===== src/common/video_defines.svh =====
`ifndef VIDEO_DEFINES_SVH
`define VIDEO_DEFINES_SVH

// RGB565 colour width
`define PIX_W 16

// Pixel x and y position width
`define COORD_W 11

// Entries in the pixel FIFO
`define FIFO_DEPTH 16

// Foreground window size in pixels
`define FG_W 4
`define FG_H 2

// Active frame size seen by the DAC stage
`define H_ACTIVE 8
`define V_ACTIVE 4

`endif


===== src/common/video_pkg.sv =====
`include "video_defines.svh"

package video_pkg;

    // One RGB565 pixel
    typedef logic [`PIX_W-1:0] colour_t;

    // Pixel x or y position
    typedef logic [`COORD_W-1:0] coord_t;

    // FIFO word is x, then y, then colour from the top bit down
    typedef logic [2*`COORD_W+`PIX_W-1:0] fifo_word_t;

    // Overlay modes
    typedef enum logic [1:0] {
        MODE_PASS   = 2'd0,
        MODE_INVERT = 2'd1,
        MODE_FILL   = 2'd2,
        MODE_BLEND  = 2'd3
    } overlay_mode_t;

    // ADC decoder FSM
    typedef enum logic [1:0] {
        WAIT_FRAME = 2'd0,
        ACTIVE     = 2'd1,
        BLANK      = 2'd2
    } adc_state_t;

endpackage


===== src/common/pixel_if.sv =====
interface pixel_if;
    import video_pkg::*;

    // Pixel strobe for this cycle
    logic    valid;

    // Pixel colour and its position in the frame
    colour_t colour;
    coord_t  x;
    coord_t  y;

    // Producer side
    modport source (
        output valid,
        output colour,
        output x,
        output y
    );

    // Consumer side
    modport sink (
        input valid,
        input colour,
        input x,
        input y
    );

endinterface


===== src/adc/adc_input.sv =====
module adc_input (
    input  logic                 clk160,
    input  logic                 rst_n,
    input  video_pkg::colour_t   hw_rgb_in,
    input  logic                 hw_pixel_strobe,
    input  logic                 hw_hsync_in,
    input  logic                 hw_vsync_in,
    output video_pkg::fifo_word_t fifo_write_data,
    output logic                 fifo_write_request
);
    import video_pkg::*;

    adc_state_t state;
    adc_state_t state_next;
    coord_t     x_cnt;
    coord_t     y_cnt;
    coord_t     y_sel;
    logic       first_line;
    logic       active_sample;
    logic       line_start;

    // Strobed sample with both syncs inactive, once a frame has begun
    assign active_sample = hw_pixel_strobe && hw_hsync_in && hw_vsync_in &&
                           (state != WAIT_FRAME);

    // First active sample after blanking opens a line
    assign line_start = active_sample && (state == BLANK);

    // Row for this sample, bumped on every line after the first of the frame
    assign y_sel = (line_start && !first_line) ? y_cnt + 1'b1 : y_cnt;

    // FSM moves only on strobed samples
    always_comb begin
        state_next = state;
        if (hw_pixel_strobe) begin
            case (state)
                WAIT_FRAME: if (!hw_vsync_in) state_next = BLANK;
                BLANK:      if (hw_hsync_in && hw_vsync_in) state_next = ACTIVE;
                ACTIVE:     if (!(hw_hsync_in && hw_vsync_in)) state_next = BLANK;
                default:    state_next = WAIT_FRAME;
            endcase
        end
    end

    always_ff @(posedge clk160 or negedge rst_n) begin
        if (!rst_n) begin
            state              <= WAIT_FRAME;
            x_cnt              <= '0;
            y_cnt              <= '0;
            first_line         <= 1'b1;
            fifo_write_request <= 1'b0;
        end else begin
            state              <= state_next;
            fifo_write_request <= active_sample;
            // Column restarts on every hsync low
            if (!hw_hsync_in)
                x_cnt <= '0;
            else if (active_sample)
                x_cnt <= x_cnt + 1'b1;
            // Row restarts on vsync low
            if (!hw_vsync_in) begin
                y_cnt      <= '0;
                first_line <= 1'b1;
            end else if (line_start) begin
                y_cnt      <= y_sel;
                first_line <= 1'b0;
            end
        end
    end

    // Pack x, y and colour in FIFO word order
    always_ff @(posedge clk160) begin
        if (active_sample)
            fifo_write_data <= {x_cnt, y_sel, hw_rgb_in};
    end

    // Nothing is written until a vsync low has been seen
    a_no_write_before_frame: assert property (
        @(posedge clk160) disable iff (!rst_n)
        fifo_write_request |-> (state != WAIT_FRAME)
    );

endmodule


===== src/dac/dac_handle.sv =====
`include "video_defines.svh"

module dac_handle (
    input  logic               clk160,
    input  logic               rst_n,
    pixel_if.sink              pix_in,
    output video_pkg::colour_t hw_colour_bus,
    output logic               hw_hsync_out,
    output logic               hw_vsync_out,
    output logic               hw_dacclk_out
);
    import video_pkg::*;

    // Last active column and row
    localparam coord_t LAST_X = coord_t'(`H_ACTIVE - 1);
    localparam coord_t LAST_Y = coord_t'(`V_ACTIVE - 1);

    logic line_end;
    logic frame_end;

    assign line_end  = (pix_in.x == LAST_X);
    assign frame_end = line_end && (pix_in.y == LAST_Y);

    always_ff @(posedge clk160 or negedge rst_n) begin
        if (!rst_n) begin
            hw_colour_bus <= '0;
            hw_hsync_out  <= 1'b0;
            hw_vsync_out  <= 1'b0;
            hw_dacclk_out <= 1'b0;
        end else if (pix_in.valid) begin
            hw_colour_bus <= pix_in.colour;
            // One DAC clock edge per pixel
            hw_dacclk_out <= ~hw_dacclk_out;
            // Sync pulses ride with the last pixel of a line or frame
            hw_hsync_out  <= line_end;
            hw_vsync_out  <= frame_end;
        end else begin
            // Colour bus holds its last pixel between strobes
            hw_hsync_out  <= 1'b0;
            hw_vsync_out  <= 1'b0;
        end
    end

    // Line sync is a single-cycle pulse
    a_hsync_one_cycle: assert property (
        @(posedge clk160) disable iff (!rst_n)
        hw_hsync_out |=> !hw_hsync_out
    );

endmodule


===== src/fifo/pixel_fifo.sv =====
`include "video_defines.svh"

module pixel_fifo (
    input  logic                  clk160,
    input  logic                  rst_n,
    input  video_pkg::fifo_word_t wr_data,
    input  logic                  wr_en,
    pixel_if.source               rd_port,
    output logic                  overflow
);
    import video_pkg::*;

    localparam int PTR_W = $clog2(`FIFO_DEPTH);
    localparam int CNT_W = $clog2(`FIFO_DEPTH + 1);
    localparam logic [PTR_W-1:0] LAST_PTR = PTR_W'(`FIFO_DEPTH - 1);

    fifo_word_t       mem [`FIFO_DEPTH];
    fifo_word_t       head;
    logic [PTR_W-1:0] wr_ptr;
    logic [PTR_W-1:0] rd_ptr;
    logic [CNT_W-1:0] count;
    logic             not_empty;
    logic             full;
    logic             push;
    logic             pop;

    assign not_empty = (count != '0);
    assign full      = (count == CNT_W'(`FIFO_DEPTH));
    assign push      = wr_en && !full;
    // Head is consumed in every cycle it is shown
    assign pop       = not_empty;

    // Storage
    always_ff @(posedge clk160) begin
        if (push)
            mem[wr_ptr] <= wr_data;
    end

    always_ff @(posedge clk160 or negedge rst_n) begin
        if (!rst_n) begin
            wr_ptr   <= '0;
            rd_ptr   <= '0;
            count    <= '0;
            overflow <= 1'b0;
        end else begin
            if (push)
                wr_ptr <= (wr_ptr == LAST_PTR) ? '0 : wr_ptr + 1'b1;
            if (pop)
                rd_ptr <= (rd_ptr == LAST_PTR) ? '0 : rd_ptr + 1'b1;
            case ({push, pop})
                2'b10:   count <= count + 1'b1;
                2'b01:   count <= count - 1'b1;
                default: count <= count;
            endcase
            // Dropped write stays flagged until reset
            if (wr_en && full)
                overflow <= 1'b1;
        end
    end

    // Unpack head word onto the pixel bus
    assign head           = mem[rd_ptr];
    assign rd_port.valid  = not_empty;
    assign rd_port.x      = head[`PIX_W+2*`COORD_W-1 -: `COORD_W];
    assign rd_port.y      = head[`PIX_W+`COORD_W-1 -: `COORD_W];
    assign rd_port.colour = head[`PIX_W-1:0];

    a_count_bound: assert property (
        @(posedge clk160) disable iff (!rst_n)
        count <= CNT_W'(`FIFO_DEPTH)
    );

endmodule


===== src/hdl/overlay_pipeline.sv =====
`include "video_defines.svh"

module overlay_pipeline (
    input  logic                     clk160,
    input  logic                     rst_n,
    pixel_if.sink                    pix_in,
    pixel_if.source                  pix_out,
    input  video_pkg::overlay_mode_t ctrl_overlay_mode,
    input  video_pkg::coord_t        ctrl_fg_offset_x,
    input  video_pkg::coord_t        ctrl_fg_offset_y,
    input  video_pkg::colour_t       ctrl_fg_colour
);
    import video_pkg::*;

    // Window size widened by one bit so the far edge cannot wrap
    localparam logic [`COORD_W:0] FG_W_EXT = (`COORD_W+1)'(`FG_W);
    localparam logic [`COORD_W:0] FG_H_EXT = (`COORD_W+1)'(`FG_H);

    logic [`COORD_W:0] x_end;
    logic [`COORD_W:0] y_end;
    logic              in_win;
    logic              s1_valid;
    logic              s1_in_win;
    colour_t           s1_colour;
    coord_t            s1_x;
    coord_t            s1_y;
    colour_t           ovl_colour;

    // Per-channel floor average of two RGB565 pixels
    function automatic colour_t blend(input colour_t a, input colour_t b);
        logic [5:0] r_sum;
        logic [6:0] g_sum;
        logic [5:0] b_sum;
        r_sum = {1'b0, a[15:11]} + {1'b0, b[15:11]};
        g_sum = {1'b0, a[10:5]} + {1'b0, b[10:5]};
        b_sum = {1'b0, a[4:0]} + {1'b0, b[4:0]};
        return {r_sum[5:1], g_sum[6:1], b_sum[5:1]};
    endfunction

    // Window edges, exclusive at the far side
    assign x_end  = {1'b0, ctrl_fg_offset_x} + FG_W_EXT;
    assign y_end  = {1'b0, ctrl_fg_offset_y} + FG_H_EXT;
    assign in_win = (pix_in.x >= ctrl_fg_offset_x) && ({1'b0, pix_in.x} < x_end) &&
                    (pix_in.y >= ctrl_fg_offset_y) && ({1'b0, pix_in.y} < y_end);

    // Stage one registers the pixel and its window flag
    always_ff @(posedge clk160 or negedge rst_n) begin
        if (!rst_n)
            s1_valid <= 1'b0;
        else
            s1_valid <= pix_in.valid;
    end

    always_ff @(posedge clk160) begin
        s1_in_win <= in_win;
        s1_colour <= pix_in.colour;
        s1_x      <= pix_in.x;
        s1_y      <= pix_in.y;
    end

    // Colour rewrite
    always_comb begin
        case (ctrl_overlay_mode)
            MODE_PASS:   ovl_colour = s1_colour;
            // Invert covers the whole frame
            MODE_INVERT: ovl_colour = ~s1_colour;
            MODE_FILL:   ovl_colour = s1_in_win ? ctrl_fg_colour : s1_colour;
            MODE_BLEND:  ovl_colour = s1_in_win ? blend(s1_colour, ctrl_fg_colour) : s1_colour;
            default:     ovl_colour = s1_colour;
        endcase
    end

    // Stage two registers the result
    always_ff @(posedge clk160 or negedge rst_n) begin
        if (!rst_n)
            pix_out.valid <= 1'b0;
        else
            pix_out.valid <= s1_valid;
    end

    always_ff @(posedge clk160) begin
        pix_out.colour <= ovl_colour;
        pix_out.x      <= s1_x;
        pix_out.y      <= s1_y;
    end

    a_two_cycle_latency: assert property (
        @(posedge clk160) disable iff (!rst_n)
        pix_out.valid == $past(pix_in.valid, 2)
    );

endmodule


===== src/hdl/top.sv =====
module top (
    input  logic                     clk160,
    input  logic                     rst_n,

    // ADC input
    input  video_pkg::colour_t       colour_bus_1,
    input  logic                     pixel_strobe_1,
    input  logic                     hsin_1,
    input  logic                     vsin_1,

    // Overlay controls
    input  video_pkg::overlay_mode_t ctrl_overlay_mode,
    input  video_pkg::coord_t        ctrl_fg_offset_x,
    input  video_pkg::coord_t        ctrl_fg_offset_y,
    input  video_pkg::colour_t       ctrl_fg_colour,

    // DAC output
    output video_pkg::colour_t       colour_bus_0,
    output logic                     hsync_out_0,
    output logic                     vsync_out_0,
    output logic                     dacclk_out_0,
    output logic                     fifo_overflow
);
    import video_pkg::*;

    fifo_word_t adc_fifo_data;
    logic       adc_fifo_wr;

    // FIFO head and overlay result
    pixel_if fifo_pix ();
    pixel_if ovl_pix ();

    adc_input adc (
        .clk160             (clk160),
        .rst_n              (rst_n),
        .hw_rgb_in          (colour_bus_1),
        .hw_pixel_strobe    (pixel_strobe_1),
        .hw_hsync_in        (hsin_1),
        .hw_vsync_in        (vsin_1),
        .fifo_write_data    (adc_fifo_data),
        .fifo_write_request (adc_fifo_wr)
    );

    pixel_fifo adc_fifo (
        .clk160   (clk160),
        .rst_n    (rst_n),
        .wr_data  (adc_fifo_data),
        .wr_en    (adc_fifo_wr),
        .rd_port  (fifo_pix),
        .overflow (fifo_overflow)
    );

    overlay_pipeline pipeline (
        .clk160            (clk160),
        .rst_n             (rst_n),
        .pix_in            (fifo_pix),
        .pix_out           (ovl_pix),
        .ctrl_overlay_mode (ctrl_overlay_mode),
        .ctrl_fg_offset_x  (ctrl_fg_offset_x),
        .ctrl_fg_offset_y  (ctrl_fg_offset_y),
        .ctrl_fg_colour    (ctrl_fg_colour)
    );

    dac_handle dac (
        .clk160        (clk160),
        .rst_n         (rst_n),
        .pix_in        (ovl_pix),
        .hw_colour_bus (colour_bus_0),
        .hw_hsync_out  (hsync_out_0),
        .hw_vsync_out  (vsync_out_0),
        .hw_dacclk_out (dacclk_out_0)
    );

endmodule


===== config.mk =====
export PLATFORM = sky130hd
export DESIGN_NAME = top
export DESIGN_NICKNAME = d
export VERILOG_FILES = /design/src/common/video_pkg.sv /design/src/common/pixel_if.sv /design/src/adc/adc_input.sv /design/src/dac/dac_handle.sv /design/src/fifo/pixel_fifo.sv /design/src/hdl/overlay_pipeline.sv /design/src/hdl/top.sv
export VERILOG_INCLUDE_DIRS = /design/src /design/src/common
export SDC_FILE = /design/constraint.sdc
export NUM_CORES = 1
export LEC_CHECK = 0
export BUFFER_PORTS_ARGS = -buffer_cell sky130_fd_sc_hd__buf_2
export CAP_MARGIN = 30
export CORE_UTILIZATION = 45
export DETAILED_ROUTE_END_ITERATION = 16
export GPL_ROUTABILITY_DRIVEN = 0
export HOLD_SLACK_MARGIN = 0.1
export SLEW_MARGIN = 10
export SYNTH_ARGS = -nofsm -noshare
export SYNTH_HDL_FRONTEND = slang
export SYNTH_SLANG_ARGS = --single-unit

===== constraint.sdc =====
create_clock -name clk160 -period 8.64 [get_ports clk160]
set_input_delay 0.432 -clock clk160 [delete_from_list [all_inputs] [get_ports clk160]]
set_output_delay 0.432 -clock clk160 [all_outputs]
set_load 0.01 [all_outputs]

* After elaboration in Yosys (flattened, before gate mapping)
Memories as Yosys holds them, arrays and structs flattened.
Cells that the tools add are included.
** Cells by class
- Bitwise logic cells :: 2
- Mux-type cells :: 21
- Reduce and logical (&&, ||, !) cells :: 20
- Add/subtract/negate cells :: 11
- Equality and inequality tests :: 17
- Magnitude comparators :: 4
** Operator list (number)
- one-hot mux 16 bit (4 select lines) :: 1
- two-way mux 11 bit :: 5
- two-way mux 16 bit :: 2
- < comparator 11 x 12 -> 1 bit :: 2
- adder 11 x 1 -> 11 bit (second input constant) :: 2
- >= comparator 11 bit :: 2
- NOT 16 bit :: 1
- adder 11 x 2 -> 12 bit (second input constant) :: 1
- adder 11 x 3 -> 12 bit (second input constant) :: 1
- adder 5 x 5 -> 6 bit :: 2
- logical AND 1 bit :: 12
- == test 11 x 2 -> 1 bit (second input constant) :: 1
- == test 11 x 3 -> 1 bit (second input constant) :: 1
- one-hot mux 5 bit (2 select lines) :: 1
- adder 4 x 1 -> 4 bit (second input constant) :: 2
- == test 2 bit (second input constant) :: 4
- == test 4 bit (second input constant) :: 2
- two-way mux 4 bit :: 2
- adder 6 x 6 -> 7 bit :: 1
- == test 2 x 1 -> 1 bit (second input constant) :: 3
- two-way mux 1 bit :: 6
- two-way mux 2 bit :: 3
- inequality test 2 bit (second input constant) :: 3
- one-hot mux 2 bit (3 select lines) :: 1
- 10 further kinds :: 14
** Word-level totals
- Logic and storage cells :: 99
- Bits in registers :: 176
- Output and inout bits :: 20
- Input bits :: 61
- Memories kept :: 1
- Bits in writable memories :: 608
** Memories
- adc_fifo.mem :: depth 16, bits a word 38, read ports 1, clocked after memory_dff 0, wr ports 1, line pixel_fifo.sv:17 : fifo_word_t mem [`FIFO_DEPTH];

* Depth between registers and ports, before layout
Gate-level depths: netlist (run 1).
- Depth after elaboration :: 8
- Mapped depth :: 13
- Mapped depth without buffers :: 12

* Cells and area by module
Synthesis (run 1) repeated with hierarchy kept, for this count alone.
** Second synthesis, totals
- Cell total of the unflattened synthesis :: 1851
- Area total of the unflattened synthesis :: 31267.5 µm²
** By module, submodules not included
- pixel_fifo :: sequential area each 18607.8 µm², area an instance 24115.6 µm², cells each 1240, instances 1
- overlay_pipeline :: sequential area each 1591.5 µm², area an instance 3837.4 µm², cells each 389, instances 1
- adc_input :: sequential area each 1793.0 µm², area an instance 2568.7 µm², cells each 176, instances 1
- dac_handle :: sequential area each 475.5 µm², area an instance 745.7 µm², cells each 46, instances 1

* Least setup slack after synthesis (run 1)
OpenSTA, ideal clock, no wires.
- Path type :: register to register
- From :: register adc_fifo.count[0]
- To :: memory adc_fifo.mem[3][0] in the netlist's numbering, enable pin
- Period minus slack after synthesis :: 4120 ps
- Stages on the path, launching flop included :: 7
- Library setup time :: 481 ps
- Required time :: 8159 ps
- Data arrival time :: 3639 ps
- Path slack :: 4520 ps
- Buffers on the path :: 1
- Cell sequence :: dfrtp_1 -> nor4_1 -> nand2_1 -> and2_1 -> clkbuf_1 -> nand2_1 -> nor3_1
** Between the ends
- Longest elaborated chain between the ends :: 5
** Ends and longest elaborated chain
- start, declared :: line pixel_fifo.sv:21 : logic [CNT_W-1:0] count;
- start signal, assigned :: line pixel_fifo.sv:51 : 2'b10: count <= count + 1'b1;
- start signal, assigned :: line pixel_fifo.sv:52 : 2'b01: count <= count - 1'b1;
- start signal, assigned :: line pixel_fifo.sv:53 : default: count <= count;
- == test 5 bit :: line pixel_fifo.sv:28 : assign full = (count == CNT_W'(`FIFO_DEPTH));
- zero test 1 bit :: line pixel_fifo.sv:29 : assign push = wr_en && !full;
- logical AND 1 bit :: line pixel_fifo.sv:29
- two-way mux 1 bit :: line pixel_fifo.sv:35 : if (push)
- two-way mux 1 bit (implied by the code) :: line pixel_fifo.sv:36 : mem[wr_ptr] <= wr_data;
- end, declared :: line pixel_fifo.sv:17
Every way passes these cells.

* Worst setup path in the final report (run 1)
- From :: register adc_fifo.rd_ptr[0]
- To :: register pipeline.s1_in_win
** Between the ends
- Longest elaborated chain between the ends :: 5
- Elaborated cells on any way between the ends :: 8
- Those cells by class :: 4 x order compare; 3 x reduce/logical; 1 x memory
** Ends and longest elaborated chain
- start, declared :: line pixel_fifo.sv:20 : logic [PTR_W-1:0] rd_ptr;
- start signal, assigned :: line pixel_fifo.sv:49 : rd_ptr <= (rd_ptr == LAST_PTR) ? '0 : rd_ptr + 1'b1;
- memory (16 x 38 bit) (*)
- net adc_fifo.head[32] :: line pixel_fifo.sv:18 : fifo_word_t head;
- < comparator 11 x 12 -> 1 bit / >= comparator 11 bit (equally long branches) :: line overlay_pipeline.sv:43 : assign in_win = (pix_in.x >= ctrl_fg_offset_x) && ({1'b0, pix_in.x} < x_end) &&
- logical AND 1 bit (*) (2 in series) :: line overlay_pipeline.sv:43
- logical AND 1 bit (*) :: line overlay_pipeline.sv:44 : (pix_in.y >= ctrl_fg_offset_y) && ({1'b0, pix_in.y} < y_end);
- net pipeline.in_win :: line overlay_pipeline.sv:21 : logic in_win;
- end signal, assigned :: line overlay_pipeline.sv:55 : s1_in_win <= in_win;
- end, declared :: line overlay_pipeline.sv:23 : logic s1_in_win;
Mark *: on every way through the listed nets, which the timed path passes. The rest lies on a longest branch.
A chain may end at the register's enable or synchronous reset.

==> out/qor.csv, run 1 <==
metric;value;unit
antenna_found_initial;0;
maxCapViolations;0;
synthToLayoutAreaGrowth;14.1;%
min_path_type;primary input to flip-flop;
cts_tree;built;
pre_cts_ws;4170;ps
clk_latency;620;ps
yosys_warnings;0;
grt_pass1_vias;15700;
tightest_slew;930;ps
synth.avg_cell_area;20.0;um^2
drv_slew;0;
min_period;4320;ps
wirelength;64300;um
status;completed;
die_y;264;um
initial_core_util;45.7;%
postRouteAntennaNets;0;
p_switching;2950;uW
ios;81;
fillers;5241;
synthFlopType;edfxtp_1;
seqCellArea;22500;um^2
syn-num-nets;1669;
p_sw_share;27.5;%
clock_path_buffers;3;
p_int;7770;uW
drt_pass1_iterations;5;
synth_cells;1537;
finalCritPeriodShare;50.0;%
cts_sinks;784;
relSlewSlack;38.0;%
ctsHtreeMaxLevel;3;
grt_pass1_wl;97500;um
seq_power_share;43.7;%
syn_area;30800;um^2
power.leakage;0.0120;uW
max-vdd-ir-drop;0.236;mV
synth_edf_count;646;
p_per_area;305;nW/um^2
cp-start-kind;flip-flop;
drive_above_1_share;25.1;%
whs;130;ps
wire_per_inst;24.5;um
fin_util;52.1;%
die_area;69400;um^2
ys_types;57;
drc_errors;0;
postCtsSetupBuffers;0;
synth_top_area_cell;edfxtp_1;
worst_ep_required_time;9120;ps
cts_buffers;80;
setup_ws;4320;ps
nets;1815;
crit_type;flip-flop to flip-flop;
die_w;264;um
synth_area_leaders;edfxtp_1, mux4_2, dfxtp_1;
vias;14600;
async_flop_share;7.78;%
clkTransAtPathRegs;60;ps
seq_area_frac_synth;73.0;%
layout_common_cells;edfxtp_1, mux4_2, clkbuf_16;
dpl_cell_area;32300;um^2
grt_use_total;19.0;%
yosys.area.top_type_share;63.0;%
layout_commonest_cell;edfxtp_1;
fmax;231;MHz
end_kind;flip-flop;
tns;0;ps
p_comb_share;24.8;%
cp_max_fo;87;
multiInputGateArea;7930;um^2
ys_ff_latch;784;
viasPerCell;5.58;
rows;95;
hold_violations;0;
drt_iter0_drc;941;
coreArea;67400;um^2
clock_skew;18.5;ps
post_cts_resized;0;
rsz0062_at_grt;false;
grt_max_degree;88;
cp.arrival;4800;ps
overflow;0;
dpl.hpwl;34300;um
clkPwrFrac;31.5;%
clk_root_buffer_cell;clkbuf_16;
setup_violations;0;
stdcell_area;35100;um^2
io_buffers;80;
-- routing by layer --
layer  wire length, um  up-vias  share of wire, %  global-route usage, %
met1             27400     7699                43                   25.3
met3              2910       93               4.5                   2.84
met4              1270        0               2.0                   6.10
li1                  -     6518                 -                      -
met2             32700      334                51                   32.1
met5                 0        -                 0                      0
-- stage by stage --
step,power [uW],cells
5_1_grt,11200,2622
3_3_place_gp,7410,2449
2_1_floorplan,6760,1537
4_1_cts,10900,2619
6_report,10700,2623
3_5_place_dp,7470,2450
-- sequential cells by signal, summed over array words and instances (netlist names), 2 cells and up --
name,cells
adc.fifo_write_data,38
adc.state,2
adc.x_cnt,11
adc.y_cnt,11
adc_fifo.count,5
adc_fifo.mem,608
adc_fifo.rd_ptr,4
adc_fifo.wr_ptr,4
dac.hw_colour_bus,16
pipeline.pix_out.colour,16
pipeline.pix_out.x,11
pipeline.pix_out.y,11
pipeline.s1_colour,16
pipeline.s1_x,11
pipeline.s1_y,11
-- cells in the mapped netlist (3+ instances only) --
cell / number
inv_1: 36
o211ai_1: 5
mux2i_1: 8
xor2_1: 21
and4_1: 5
a221oi_1: 3
buf_6: 9
o21ai_0: 26
a211oi_1: 3
buf_1: 14
mux4_1: 20
edfxtp_1: 646
fa_1: 4
and3_1: 10
nor3_1: 14
xnor2_1: 44
a31oi_1: 8
and2_1: 23
o22ai_1: 11
nor4_1: 4
nand2b_1: 8
nand4_1: 11
nand2_1: 52
nand3_1: 18
a21oi_1: 26
nor2_1: 27
ha_1: 67
dfrtp_1: 60
buf_4: 8
mux2_2: 19
dfxtp_1: 77
nor2b_1: 4
clkbuf_1: 28
a21o_1: 12
mux4_2: 170
buf_2: 4
a31o_2: 4
-- worst max-delay path: stages (launching register included) --
cell,delay (ps)
dfrtp_4,910
buf_12,610
mux4_2,590
mux4_2,520
ha_1,290
and3_1,200
a221oi_1,240
o21ai_0,190
a221oi_1,460
nor4_1,100
-- final timing paths --
path                                           startpoint  depth (start not counted)  slack, ps                                 end
hold / removal                          ctrl_fg_colour[3]                          3        130  pipeline.pix_out.colour[3]$_DFF_P_
setup / recovery           adc_fifo.rd_ptr[0]$_DFFE_PN0P_                          9       4320          pipeline.s1_in_win$_DFF_P_
max in group asynchronous                           rst_n                          3       7780      adc_fifo.rd_ptr[2]$_DFFE_PN0P_
hold reg to reg                  pipeline.s1_x[7]$_DFF_P_                          0        320       pipeline.pix_out.x[7]$_DFF_P_
setup reg to reg           adc_fifo.rd_ptr[0]$_DFFE_PN0P_                          9       4320          pipeline.s1_in_win$_DFF_P_
min in group asynchronous                           rst_n                          2        240   dac.hw_colour_bus[12]$_DFFE_PN0P_
-- cell families (layout without fill, tap and decap cells) --
| group | count (synthesis) | after routing | share of synthesized area [%] |
|---|---|---|---|
| and+or+nand+nor | 186 | 186 | 3.10 |
| buffers and inverters | 100 | 312 | 1.59 |
| other | 0 | 1 | 0 |
| DFF | 784 | 784 | 73.0 |
| muxes | 217 | 217 | 15.1 |
| adders and majority gates | 71 | 71 | 2.98 |
| AOI/OAI and AO/OA | 114 | 114 | 2.37 |
| xor gates and xnor gates | 65 | 65 | 1.85 |
-- final cells by class --
class / count / share of cell area (%)
timing repair buffer: 128 / 2.58
inverter: 36 / 0.385
multi-input combinational: 653 / 22.6
sequential: 784 / 64.0
clock buffer: 107 / 6.19
tap: 873 / 3.11
antenna: 1 / 0.00712
clock inverter: 41 / 1.14
-- power by group through the flow --
stage	combinational, uW	clock [uW]	sequential, uW
after global routing	2910	3590	4740
after detailed placement	2680	0	4790
after CTS	2700	3450	4710
after global placement	2630	0	4780
after floorplan	2150	0	4610
final	2660	3380	4690
-- timing repair --
item | CTS | global route
hold buffers | 21 | 0
hold endpoints to repair | 81 | 0
setup endpoints to repair | 0 | 0
Note: power is estimated with default switching activity, not from simulation.
==> run 2, diff against run 1 <==
- clock period: 8.64 -> 4.5 ns (I/O delays scaled with it)
==> out/qor.csv, run 2 (synthesis gave the netlist of run 1 again) <==
metric;value;unit
status;completed;
largest_register_ffs;608;
antenna_found_initial;4;
crit_slowest_cell;dfrtp_4;
cts_sinks;784;
fmax;263;MHz
cp.arrival;4280;ps
grt_pass1_wl;100000;um
drt_iter0_drc;1219;
nets;1844;
largest-register;adc_fifo.mem;
die_y;264;um
crit_path_max_incr_delay;680;ps
cts_buffers;83;
vias;14900;
ctsHtreeMaxLevel;3;
grt_pass1_vias;15800;
cp_max_fo;24;
crit_path_frequent_cell;a221oi_1;
min_period;3800;ps
wirelength;66600;um
tightest_slew;954;ps
postRouteAntennaNets;0;
tns;0;ps
rsz0062_at_grt;false;
setup_violations;0;
drive_above_1_share;25.9;%
grt_use_total;19.6;%
wire_per_inst;25.1;um
rows;95;
cts_tree;built;
layout_common_cells;edfxtp_1, mux4_2, clkbuf_16;
drt_pass1_iterations;5;
reg_top3;adc_fifo.mem (608), adc.fifo_write_data (38);
clock_path_buffers;3;
whs;129;ps
crit_type;flip-flop to flip-flop;
drc_errors;0;
post_cts_resized;0;
clock_skew;22.7;ps
fillers;5217;
dpl.hpwl;38200;um
hold_depth;5;
die_area;69400;um^2
overflow;0;
end_kind;flip-flop;
power.leakage;0.0122;uW
cp_cell_sequence;buf_12 -> mux4_1 -> mux4_2 -> ha_1 -> a21o_1 -> a221oi_1 -> o21ai_0 -> a221oi_1 -> nor4_1;
synthToLayoutAreaGrowth;15.6;%
worst_ep_required_time;4980;ps
clk_latency;620;ps
min_path_type;primary input to flip-flop;
drv_slew;0;
max-vdd-ir-drop;0.349;mV
viasPerCell;5.59;
ios;81;
layout_commonest_cell;edfxtp_1;
clk_root_buffer_cell;clkbuf_16;
initial_core_util;45.7;%
p_per_area;590;nW/um^2
power;21000;uW
finalCritPeriodShare;84.5;%
hold_violations;0;
io_buffers;80;
die_w;264;um
reg2reg_depth;9;
relSlewSlack;36.3;%
maxCapViolations;0;
cp-start-kind;flip-flop;
clkTransAtPathRegs;60;ps
coreArea;67400;um^2
grt_max_degree;48;
run 2: cell types whose count changed in the layout (fill, tap and decap cells not counted), moves of 2 or more:
cell,delta
inv_6,+2
clkinv_1,+3
clkbuf_16,+2
dlygate4sd3_1,+15
buf_4,+6
clkinv_4,+2
clkbuf_8,+3
clkbuf_1,-6
bufinv_16,+2
buf_12,+5
run 2: what timing repair did:
item / CTS / global route
hold buffers: 36 / 0
setup buffers: 0 / 0
endpoints found under the hold margin: 116 / 0
run 2: path summary, 6_finish.rpt:
kind / endpoint / slack [ps] / from
max in group asynchronous: adc.state[0]$_DFFE_PN0P_ / 3400 / rst_n
min in group asynchronous: adc.first_line$_DFFE_PN1P_ / 230 / rst_n
worst min-delay path: pipeline.pix_out.colour[12]$_DFF_P_ / 130 / ctrl_fg_colour[12]
worst max register to register: pipeline.s1_in_win$_DFF_P_ / 700 / adc_fifo.rd_ptr[0]$_DFFE_PN0P_
worst max-delay path: pipeline.s1_in_win$_DFF_P_ / 700 / adc_fifo.rd_ptr[0]$_DFFE_PN0P_
worst min register to register: pipeline.pix_out.y[8]$_DFF_P_ / 320 / pipeline.s1_y[8]$_DFF_P_
run 2: worst max-delay path: cells and delay by family (launching register included):
| family | cells | cell delay [ps] |
|---|---|---|
| AO/OA/AOI/OAI | 4 | 1140 |
| adder cells (fa/ha/maj) | 1 | 310 |
| buffers and inverters | 1 | 280 |
| flip-flops | 1 | 680 |
| multiplexers | 2 | 1120 |
| AND/OR/NAND/NOR | 1 | 110 |
run 2: layer usage:
metal,global-route usage (%),routed length (um)
met5,0,0
met4,5.96,1410
met3,2.91,3130
met2,32.5,33300
met1,27.0,28700
run 2: layout make-up:
cell class | instances | area, um^2 | share of cell area (%)
flip-flops and latches | 784 | 22500 | 63.2
well taps | 873 | 1090 | 3.07
repair buffers | 154 | 1190 | 3.35
clock inverters | 49 | 480 | 1.35
clock buffers | 107 | 2270 | 6.38
inverters | 36 | 135 | 0.380
diodes | 2 | 5.00 | 0.0141
multi-input cells | 653 | 7930 | 22.3
run 2: report_power, final:
group          leakage, uW  internal [uW]  switching (uW)
sequential         0.00719           8460             620
combinational      0.00366           2760            2360
clock              0.00136           4040            2750
total               0.0122          15300            5740
run 2: metrics by stage:
step,setup WS [ps],cells,instance area (um^2),utilization (%)
global placement,751,2459,32400,48.0
detailed placement,742,2461,32400,48.1
floorplan,380,1537,30800,-
finish,699,2658,35600,52.8
global route,615,2658,35600,52.8
CTS,730,2653,35500,52.7
==> run 3, diff against run 2 <==
- clock period: 4.5 -> 3.6 ns (I/O delays scaled with it)
==> out/qor.csv, run 3 (synthesis gave the netlist of run 1 again) <==
metric;value;unit
cp_cell_sequence;buf_12 -> buf_12 -> buf_4 -> mux4_2 -> mux4_2 -> ha_1 -> a21o_1 -> a211oi_1 -> nand2_1 -> o21ai_0 -> nor4_1;
drt_iter0_drc;1122;
grt_pass1_wl;99800;um
worst_ep_required_time;4110;ps
cp-start-kind;flip-flop;
cts_tree;built;
cts_buffers;81;
die_y;264;um
end_kind;flip-flop;
layout_common_cells;edfxtp_1, mux4_2, clkbuf_16;
nets;1868;
wl_met2;32300;um
dpl.hpwl;38700;um
synthToLayoutAreaGrowth;16.4;%
postRouteAntennaNets;0;
min_period;3360;ps
antenna_found_initial;4;
crit_type;flip-flop to flip-flop;
p_comb_share;25.9;%
crit_path_max_incr_delay;550;ps
clk_root_buffer_cell;clkbuf_16;
rsz0062_at_grt;false;
p_sw_share;27.8;%
layout_commonest_cell;edfxtp_1;
wirelength;65900;um
clock_skew;20.6;ps
cp_max_fo;17;
relSlewSlack;48.3;%
wire_per_inst;24.7;um
clkPwrFrac;31.3;%
max-vdd-ir-drop;0.345;mV
drv_slew;0;
wl_met1;28900;um
whs;129;ps
highest_layer;met4;
largest-register;adc_fifo.mem;
grt_pass1_vias;15800;
wl_met3;3520;um
hold_violations;0;
reg_top3;adc_fifo.mem (608), adc.fifo_write_data (38);
largest_register_ffs;608;
tns;0;ps
drc_errors;0;
fillers;5145;
power.leakage;0.0122;uW
finalCritPeriodShare;93.4;%
tightest_slew;769;ps
setup_violations;0;
die_area;69400;um^2
ios;81;
drive_above_1_share;26.0;%
min_path_type;primary input to async pin;
post_cts_resized;0;
cts_sinks;784;
maxCapViolations;0;
die_w;264;um
cp.arrival;3870;ps
viasPerCell;5.62;
initial_core_util;45.7;%
vias;15000;
clkTransAtPathRegs;60;ps
overflow;0;
coreArea;67400;um^2
p_per_area;730;nW/um^2
p_int;18900;uW
seq_power_share;42.8;%
fmax;297;MHz
drt_pass1_iterations;5;
status;completed;
clock_path_buffers;3;
grt_use_total;19.5;%
grt_max_degree;46;
crit_slowest_cell;mux4_2;
ctsHtreeMaxLevel;3;
clk_latency;630;ps
rows;95;
n_antenna_cell;0;
p_switching;7280;uW
io_buffers;80;
## run 3: area by class of cell
| type | instances | area, um^2 | area share (%) |
|---|---|---|---|
| inverter | 36 | 135 | 0.377 |
| timing repair buffer | 180 | 1510 | 4.21 |
| clock inverter | 41 | 420 | 1.17 |
| clock buffer | 107 | 2220 | 6.19 |
| tap | 873 | 1090 | 3.05 |
| sequential | 784 | 22500 | 62.8 |
| multi-input combinational | 653 | 7960 | 22.2 |
## run 3: worst paths after layout
kind / from / endpoint / slack, ps / cells after the start
worst max-delay path: adc_fifo.rd_ptr[0]$_DFFE_PN0P_ / pipeline.s1_in_win$_DFF_P_ / 240 / 11
worst min-delay path: rst_n / dac.hw_hsync_out$_DFF_PN0_ / 130 / 2
worst max register to register: adc_fifo.rd_ptr[0]$_DFFE_PN0P_ / pipeline.s1_in_win$_DFF_P_ / 240 / 11
worst min register to register: pipeline.s1_x[3]$_DFF_P_ / pipeline.pix_out.x[3]$_DFF_P_ / 320 / 0
max in group asynchronous: rst_n / adc.first_line$_DFFE_PN1P_ / 2610 / 3
min in group clk160: ctrl_fg_offset_x[9] / pipeline.s1_in_win$_DFF_P_ / 130 / 5
## run 3: repair_timing
action	4_1_cts	5_1_grt
setup buffers	0	0
hold buffers	52	0
hold endpoints to repair	102	0
## run 3: power by group through the flow
stage | sequential, uW | clock, uW | combinational (uW)
floorplan | 11100 | 0 | 5150
detailed placement | 11400 | 0 | 6740
CTS | 11200 | 8320 | 6890
finish | 11200 | 8180 | 6780
global route | 11300 | 8690 | 7410
global placement | 11400 | 0 | 6680
## run 3: metrics by stage
step / setup WS [ps] / utilization [%] / instances / instance area [um^2] / total power (uW)
after floorplan: 497 / - / 1537 / 30800 / 16200
after global placement: 213 / 48.4 / 2474 / 32700 / 18100
after detailed placement: 210 / 48.4 / 2474 / 32700 / 18100
after CTS: 208 / 53.1 / 2674 / 35800 / 26400
after global routing: 38.4 / 53.1 / 2674 / 35800 / 27400
final: 238 / 53.1 / 2674 / 35800 / 26200
## run 3: worst max-delay path, delay by kind of cell, from the launching register on
family	cells	cell delay [ps]
buf+inv	3	640
flops	1	530
simple gates	2	150
mux	2	1060
fa+ha+maj	1	230
compound gates	3	630
## run 3: layer usage
metal | track usage, % | vias to the layer above
met4 | 4.93 | 0
met3 | 3.19 | 93
met5 | 0 | -
li1 | - | 6636
met1 | 27.5 | 7890
met2 | 31.8 | 397
